==> config.mk <==
export PLATFORM = sky130hd
export DESIGN_NAME = pipeControl
export DESIGN_NICKNAME = d
export VERILOG_FILES = /design/src/source/pipePkg.sv /design/src/source/pipeControl.sv /design/src/source/retireUnit.sv /design/src/source/pipeStage.sv /design/src/source/fetchUnit.sv /design/src/source/hazard.sv
export SDC_FILE = /design/constraint.sdc
export NUM_CORES = 1
export LEC_CHECK = 0
export ABC_AREA = 1
export ABC_CLOCK_PERIOD_IN_PS = 4500
export BUFFER_PORTS_ARGS = -buffer_cell sky130_fd_sc_hd__buf_2
export CORE_ASPECT_RATIO = 1.1
export CORE_UTILIZATION = 30
export DETAILED_ROUTE_END_ITERATION = 6
export GPL_ROUTABILITY_DRIVEN = 0
export MAX_ROUTING_LAYER = met4
export SLEW_MARGIN = 15
export SYNTH_ARGS = -nofsm -noshare
export SYNTH_HDL_FRONTEND = slang
export SYNTH_HIERARCHICAL = 1
export SYNTH_SLANG_ARGS = --single-unit
==> constraint.sdc <==
create_clock -name clk -period 4.5 [get_ports clk]
set_input_delay 0.225 -clock clk [delete_from_list [all_inputs] [get_ports clk]]
set_output_delay 0.225 -clock clk [all_outputs]
set_load 0.02 [all_outputs]
==> src/source/pipePkg.sv <==
/*
 * Pipeline package
 * Program counter and stage-vector types together with the constants
 * shared by the fetch unit, the stage registers and the top level
 */

package pipePkg;

  //////////////////////////////////////////////////
  // Program counter
  //////////////////////////////////////////////////

  // Width of every program counter in the pipeline
  localparam int pcWidth = 32;

  typedef logic [pcWidth-1:0] pcT;

  // First instruction fetched once reset is released
  localparam pcT resetPc = 32'h8000_0000;

  // Machine trap handler entry point
  localparam pcT trapVector = 32'h8000_0100;

  // Sequential fetch advances by one 32-bit instruction
  localparam pcT pcStep = 32'd4;

  //////////////////////////////////////////////////
  // Stage vectors
  //////////////////////////////////////////////////

  // Token registers after fetch, which are D, E, M and W
  localparam int numStages = 4;

  // One bit per stage with F at the bottom and W at the top
  typedef logic [numStages:0] stageVecT;

  // Bit positions inside a stage vector
  localparam int idxF = 0;
  localparam int idxD = 1;
  localparam int idxE = 2;
  localparam int idxM = 3;
  localparam int idxW = 4;

endpackage
==> src/source/pipeControl.sv <==
/*
 * Pipeline control top level
 * Wires the hazard unit, the fetch unit, the D to W token registers and the
 * retire unit into a five-stage in-order pipeline skeleton
 */

`timescale 1ns/1ps

module pipeControl (
  input  logic               clk,
  input  logic               rstN,
  // Hazard causes
  input  logic               bpPredWrongE,
  input  logic               csrWritePendingDEM,
  input  logic               retM,
  input  logic               trapM,
  input  logic               loadStallD,
  input  logic               storeStallD,
  input  logic               mduStallD,
  input  logic               csrRdStallD,
  input  logic               fpuStallD,
  input  logic               fStallD,
  input  logic               lsuStallM,
  input  logic               ifuStallF,
  input  logic               divBusyE,
  input  logic               fDivBusyE,
  input  logic               ecallFaultM,
  input  logic               breakpointFaultM,
  input  logic               invalidateICacheM,
  input  logic               sfencevmaM,
  input  logic               wfiM,
  input  logic               intPendingM,
  // Redirect targets
  input  pipePkg::pcT        branchTarget,
  input  pipePkg::pcT        retTarget,
  input  pipePkg::pcT        fenceTarget,
  // Stage control and retirement
  output pipePkg::stageVecT  stall,
  output pipePkg::stageVecT  flush,
  output logic               retireValid,
  output pipePkg::pcT        retirePc,
  output logic [31:0]        retireCount
);

  import pipePkg::*;

  // Token chain where entry 0 is the fetch slot and the last entry is W
  pcT   pcS    [numStages+1];
  logic validS [numStages+1];

  //////////////////////////////////////////////////
  // Hazard unit
  //////////////////////////////////////////////////

  hazard uHazard (
    .bpPredWrongE      (bpPredWrongE),
    .csrWritePendingDEM(csrWritePendingDEM),
    .retM              (retM),
    .trapM             (trapM),
    .loadStallD        (loadStallD),
    .storeStallD       (storeStallD),
    .mduStallD         (mduStallD),
    .csrRdStallD       (csrRdStallD),
    .fpuStallD         (fpuStallD),
    .fStallD           (fStallD),
    .lsuStallM         (lsuStallM),
    .ifuStallF         (ifuStallF),
    .divBusyE          (divBusyE),
    .fDivBusyE         (fDivBusyE),
    .ecallFaultM       (ecallFaultM),
    .breakpointFaultM  (breakpointFaultM),
    .invalidateICacheM (invalidateICacheM),
    .sfencevmaM        (sfencevmaM),
    .wfiM              (wfiM),
    .intPendingM       (intPendingM),
    .stallF            (stall[idxF]),
    .stallD            (stall[idxD]),
    .stallE            (stall[idxE]),
    .stallM            (stall[idxM]),
    .stallW            (stall[idxW]),
    .flushF            (flush[idxF]),
    .flushD            (flush[idxD]),
    .flushE            (flush[idxE]),
    .flushM            (flush[idxM]),
    .flushW            (flush[idxW])
  );

  //////////////////////////////////////////////////
  // Fetch and token registers
  //////////////////////////////////////////////////

  fetchUnit uFetch (
    .clk              (clk),
    .rstN             (rstN),
    .stallF           (stall[idxF]),
    .flushF           (flush[idxF]),
    .trapM            (trapM),
    .retM             (retM),
    .bpPredWrongE     (bpPredWrongE),
    .invalidateICacheM(invalidateICacheM),
    .branchTarget     (branchTarget),
    .retTarget        (retTarget),
    .fenceTarget      (fenceTarget),
    .pcF              (pcS[0]),
    .validF           (validS[0])
  );

  // Register i sits in front of stage i+1, so it takes that stage's control
  for (genvar i = 0; i < numStages; i++) begin : genStage
    pipeStage uStage (
      .clk     (clk),
      .rstN    (rstN),
      .stall   (stall[i+1]),
      .flush   (flush[i+1]),
      .pcIn    (pcS[i]),
      .validIn (validS[i]),
      .pcOut   (pcS[i+1]),
      .validOut(validS[i+1])
    );
  end

  //////////////////////////////////////////////////
  // Retirement
  //////////////////////////////////////////////////

  retireUnit uRetire (
    .clk        (clk),
    .rstN       (rstN),
    .stallW     (stall[idxW]),
    .pcW        (pcS[numStages]),
    .validW     (validS[numStages]),
    .retireValid(retireValid),
    .retirePc   (retirePc),
    .retireCount(retireCount)
  );

endmodule

==> src/source/retireUnit.sv <==
/*
 * Retire unit
 * Drains the writeback register, flags each retiring instruction with its
 * PC and keeps a running count of retirements
 */

`timescale 1ns/1ps

module retireUnit (
  input  logic         clk,
  input  logic         rstN,
  input  logic         stallW,
  input  pipePkg::pcT  pcW,
  input  logic         validW,
  output logic         retireValid,
  output pipePkg::pcT  retirePc,
  output logic [31:0]  retireCount
);

  //////////////////////////////////////////////////
  // Retirement
  //////////////////////////////////////////////////

  // A token held in W by a stall retires only on the cycle it leaves
  assign retireValid = validW & ~stallW;

  // The address is only meaningful while retireValid is high
  assign retirePc = pcW;

  //////////////////////////////////////////////////
  // Retirement counter
  //////////////////////////////////////////////////

  // Wraps silently after 2^32 instructions
  always_ff @(posedge clk) begin
    if (!rstN) begin
      retireCount <= '0;
    end else if (retireValid) begin
      retireCount <= retireCount + 32'd1;
    end
  end

endmodule

==> src/source/pipeStage.sv <==
/*
 * Pipeline stage register
 * Carries one instruction token between stages, holding it on stall and
 * squashing it on flush
 */

`timescale 1ns/1ps

module pipeStage (
  input  logic         clk,
  input  logic         rstN,
  input  logic         stall,
  input  logic         flush,
  input  pipePkg::pcT  pcIn,
  input  logic         validIn,
  output pipePkg::pcT  pcOut,
  output logic         validOut
);

  // Valid bit of the token
  // Flush wins over stall so a squashed token never lingers
  always_ff @(posedge clk) begin
    if (!rstN) begin
      validOut <= 1'b0;
    end else if (flush) begin
      validOut <= 1'b0;
    end else if (!stall) begin
      validOut <= validIn;
    end
  end

  // Token address
  // On flush the old PC stays visible as the squashed instruction
  always_ff @(posedge clk) begin
    if (!flush && !stall) begin
      pcOut <= pcIn;
    end
  end

endmodule

==> src/source/fetchUnit.sv <==
/*
 * Fetch unit
 * Holds the fetch PC and its valid bit and picks the next PC from the
 * trap, return, branch and fence redirects or the sequential step
 */

`timescale 1ns/1ps

module fetchUnit (
  input  logic         clk,
  input  logic         rstN,
  input  logic         stallF,
  input  logic         flushF,
  input  logic         trapM,
  input  logic         retM,
  input  logic         bpPredWrongE,
  input  logic         invalidateICacheM,
  input  pipePkg::pcT  branchTarget,
  input  pipePkg::pcT  retTarget,
  input  pipePkg::pcT  fenceTarget,
  output pipePkg::pcT  pcF,
  output logic         validF
);

  import pipePkg::*;

  pcT nextPc;

  //////////////////////////////////////////////////
  // Next PC selection
  //////////////////////////////////////////////////

  // Redirects win over a stall in the order trap, return, branch and fence
  // An empty fetch slot keeps its PC so the address is not skipped
  always_comb begin
    if (trapM) begin
      nextPc = trapVector;
    end else if (retM) begin
      nextPc = retTarget;
    end else if (bpPredWrongE) begin
      nextPc = branchTarget;
    end else if (invalidateICacheM) begin
      nextPc = fenceTarget;
    end else if (validF && !stallF) begin
      nextPc = pcF + pcStep;
    end else begin
      nextPc = pcF;
    end
  end

  //////////////////////////////////////////////////
  // PC and valid registers
  //////////////////////////////////////////////////

  // The slot goes valid on the first edge after reset
  // A flush empties it for one cycle while the new PC is loaded
  always_ff @(posedge clk) begin
    if (!rstN) begin
      pcF    <= resetPc;
      validF <= 1'b0;
    end else begin
      pcF    <= nextPc;
      validF <= ~flushF;
    end
  end

endmodule

==> src/source/hazard.sv <==
/*
 * Hazard unit
 * Turns the per-stage stall causes and the redirect events into a stall
 * and a flush for every pipeline stage with purely combinational logic
 */

`timescale 1ns/1ps

module hazard (
  // Redirects and privileged events
  input  logic bpPredWrongE,
  input  logic csrWritePendingDEM,
  input  logic retM,
  input  logic trapM,
  // Decode stall causes
  input  logic loadStallD,
  input  logic storeStallD,
  input  logic mduStallD,
  input  logic csrRdStallD,
  input  logic fpuStallD,
  input  logic fStallD,
  // Memory system stalls
  input  logic lsuStallM,
  input  logic ifuStallF,
  // Long-latency execute units
  input  logic divBusyE,
  input  logic fDivBusyE,
  // Trap qualifiers
  input  logic ecallFaultM,
  input  logic breakpointFaultM,
  // Fences and wait for interrupt
  input  logic invalidateICacheM,
  input  logic sfencevmaM,
  input  logic wfiM,
  input  logic intPendingM,
  // Per-stage control
  output logic stallF,
  output logic stallD,
  output logic stallE,
  output logic stallM,
  output logic stallW,
  output logic flushF,
  output logic flushD,
  output logic flushE,
  output logic flushM,
  output logic flushW
);

  logic redirectMask;
  logic stallFCause, stallDCause, stallECause, stallMCause, stallWCause;
  logic firstUnstalledD, firstUnstalledE, firstUnstalledM, firstUnstalledW;
  logic fence, privilegedFlush;

  //////////////////////////////////////////////////
  // Stall causes
  //////////////////////////////////////////////////

  // A trap, a return or a mispredict changes the PC, so the younger
  // instructions waiting in F and D are about to be squashed anyway
  assign redirectMask = trapM | retM | bpPredWrongE;

  // Fetch waits behind an outstanding CSR write
  assign stallFCause = csrWritePendingDEM & ~redirectMask;
  assign stallDCause = (loadStallD | storeStallD | mduStallD | csrRdStallD |
                        fpuStallD | fStallD) & ~redirectMask;
  // A trap abandons the divide in flight
  assign stallECause = (divBusyE | fDivBusyE) & ~trapM;
  // WFI sleeps in M until any interrupt becomes pending or a trap is taken
  assign stallMCause = wfiM & ~trapM & ~intPendingM;
  assign stallWCause = lsuStallM | ifuStallF;

  //////////////////////////////////////////////////
  // Stall chain
  //////////////////////////////////////////////////

  // A stage cannot move while the stage ahead of it is stalled
  assign stallW = stallWCause;
  assign stallM = stallMCause | stallW;
  assign stallE = stallECause | stallM;
  assign stallD = stallDCause | stallE;
  assign stallF = stallFCause | stallD;

  // The oldest stage still moving receives a bubble behind the stall
  assign firstUnstalledD = ~stallD & stallF;
  assign firstUnstalledE = ~stallE & stallD;
  assign firstUnstalledM = ~stallM & stallE;
  assign firstUnstalledW = ~stallW & stallM;

  //////////////////////////////////////////////////
  // Flushes
  //////////////////////////////////////////////////

  // Only the instruction cache invalidate restarts fetch here
  // sfence.vma is accepted at the port but does not yet flush
  assign fence           = invalidateICacheM;
  assign privilegedFlush = trapM | retM | fence;

  assign flushF = bpPredWrongE | fence;
  assign flushD = firstUnstalledD | privilegedFlush | bpPredWrongE;
  assign flushE = firstUnstalledE | privilegedFlush | bpPredWrongE;
  assign flushM = firstUnstalledM | privilegedFlush;
  // An ecall or ebreak in M still writes back while any other trap kills it
  assign flushW = firstUnstalledW | (trapM & ~(breakpointFaultM | ecallFaultM));

endmodule

==> results_dict.tcl <==
set metrics [dict create \
    synth_compound_area_share_pct 9.08 \
    rows 67 \
    critPathCaptureType "flop" \
    synth-warning-count 6 \
    core_area_sq_um 30400 \
    holdBufCountCts 0 \
    critPathLaunchType "input port" \
    insertedDiodeCount 0 \
    netlist_area_sq_um 9280 \
    via_per_inst 4.53 \
    max-vdd-ir-drop_mv 0.186 \
    maxCapViolCount 0 \
    fin_crit_sh_pct 45.7 \
    max_freq_mhz 487 \
    final_cell_mix "nand2_1 (273), buf_2 (191), nor2_1 (129), edfxtp_1 (128), inv_1 (110)" \
    powerDensity_nw_per_um2 339 \
    critical_path.top_delay_family "buffers and inverters" \
    slew_headroom_pct 54.0 \
    crit_type "in2reg" \
    fp.dieH_um 186 \
    path_clk_slew_ns 0.08 \
    dieArea_sq_um 31600 \
    ys_seq_area_share_pct 56.3 \
    port-buffer-count 191 \
    grt_pass1_vias 7189 \
    fin_skew_ns 0.0116 \
    cts_buffers 17 \
    ys_seq_elements 197 \
    cts_root_buf "clkbuf_16" \
    synth_fa_ha_area_share_pct 0.270 \
    rsz0062_at_grt "false" \
    fin_nets 1331 \
    syn_nets 1170 \
    n_fill_cell 3128 \
    wl_um 23000 \
    cpMaxStageDelayCell "nor2_4" \
    start_util_pct 30.5 \
    worst_slew_pin_slew_ns 0.689 \
    synth_xor_area_share_pct 0.566 \
    syn_inst 1050 \
    dp_hpwl_um 17000 \
    wl_per_cell_um 14.0 \
    syn_avg_cell_area_sq_um 8.83 \
    setup_viol 0 \
    overflow 0 \
    synthSimpleGateAreaFrac_pct 25.2 \
    cts_setup_buffers 0 \
    path_cells "buf_2 > nor2_4 > inv_2 > nor2_4 > o21ai_2 > buf_4 > inv_2 > nand2_1 > a21oi_1" \
    critPathBufInv 4 \
    post-layout-total-power_uw 3740 \
    status "completed" \
    clock-sinks 197 \
    worstPathMaxFanout 35 \
    crit_required_ns 4.86 \
    grtUsageTotal_pct 15.4 \
    layout_commonest_cell "nand2_1" \
    drt-pass1-iter-count 5 \
    ant_nets 0 \
    die_w_um 170 \
    cts.htree.levels 4 \
    power.leakage_uw 0.00432 \
    ys_types 42 \
    synthMuxAreaShare_pct 0 \
    clock_path_buffers 2 \
    tns_ns 0 \
    hold_class "in2reg" \
    layout-drive-gt1-share_pct 24.4 \
    cts_tree "yes" \
    ctsResizeCount 0 \
    area_growth_pct 19.0 \
    finalMaxSlewViolations 0 \
    antenna_found_initial 0 \
    grt_pass1_wl_um 36900 \
    ioPinCount 193 \
    synth_top_family_by_area "simple AND/OR/NAND/NOR gates" \
    num_vias 7427 \
    cp.arrival_ns 2.41 \
    clk-insertion-delay-late_ns 0.43 \
    hold_violations 0 \
    drt_iter0_markers 422 \
    drc 0 \
    grt_max_degree 36 \
    period_needed_ns 2.05 \
    regArea_sq_um 5230 \
    slowest_delay_ns 0.56 \
    multiInputGateArea_sq_um 3270 \
]
## cells by family (layout without fill, tap and decap cells)
logic type / after synthesis / count (layout)
buf+inv: 174 / 348
fa+ha+maj: 2 / 2
flops: 197 / 197
compound gates: 144 / 144
simple gates: 527 / 527
xor+xnor: 6 / 6
## cells in the mapped netlist (all sizes together)
master / n / area (sq um)
o21ai: 47 / 243
o22ai: 21 / 131
o21bai: 4 / 30.0
inv: 117 / 442
buf: 43 / 293
nor2: 158 / 748
o32ai: 1 / 8.76
edfxtp: 128 / 3840
ha: 2 / 25.0
a31oi: 3 / 18.8
clkinv: 1 / 3.75
nor3: 4 / 25.0
a21oi: 56 / 310
o31ai: 1 / 7.51
nand3b: 5 / 37.5
xor2: 4 / 35.0
xnor2: 2 / 17.5
or2: 4 / 25.0
o211ai: 3 / 22.5
and2: 1 / 6.26
nand4: 5 / 31.3
nand2: 290 / 1140
nand3: 60 / 325
o221ai: 8 / 70.1
dfxtp: 69 / 1380
clkbuf: 13 / 51.3
## flip-flops by register name, indices dropped and copies added, names as in the netlist, named ones only
name                      flops
uRetire/retireCount          32
genStage.uStage/pcOut       128
uFetch/validF                 1
uFetch/pcF                   30
genStage.uStage/validOut      4
## area by class of cell
class                           instances  area share, %
Tap cell                              414           4.69
Clock inverter                         13           1.22
Clock buffer                           19           3.92
Sequential cell                       197           47.3
Multi-Input combinational cell        679           29.7
Timing Repair Buffer                  198           9.14
Inverter                              118           4.03
## tightest hold or removal path, stage by stage
cell	delay (ns)
buf_2	0.09
nand2_1	0.05
a31oi_1	0.07
## per-layer routing
metal	vias to the layer above	share of wire (%)	GRT usage (%)
met1	3416	48	20.2
li1	3752	-	-
met4	0	1.8	5.13
met3	31	4.7	2.74
met5	-	0	-
met2	228	46	24.1
## report_power, final
group / leakage [uW] / switching [uW] / internal [uW]
clock network: 0.000278 / 692 / 783
registers: 0.00170 / 35.7 / 1950
logic: 0.00234 / 175 / 106
## through the flow
stage               instances  cell area [sq um]  hold slack, ns  utilization, %  setup WS (ns)
global route             1638              11000          0.0383            36.3           2.29
detailed placement       1606              10500           0.405            34.4           1.99
global placement         1606              10500           0.401            34.4           2.04
finish                   1638              11000          0.0500            36.3           2.45
CTS                      1638              11000          0.0294            36.3           2.41
floorplan                1050               9280           0.361               -           1.79
## final timing paths
path                                              startpoint                           end  slack, ns  cells after the start
worst min-delay path                           retTarget[10]                uFetch/pcF[10]       0.05                      3
worst max-delay path                       invalidateICacheM                uFetch/pcF[25]       2.45                      9
worst max register to register                 uFetch/pcF[2]                uFetch/pcF[28]       2.51                     11
worst min register to register  genStage[0].uStage/pcOut[15]  genStage[1].uStage/pcOut[15]       0.42                      0
Note: power is estimated with default switching activity, not from simulation.
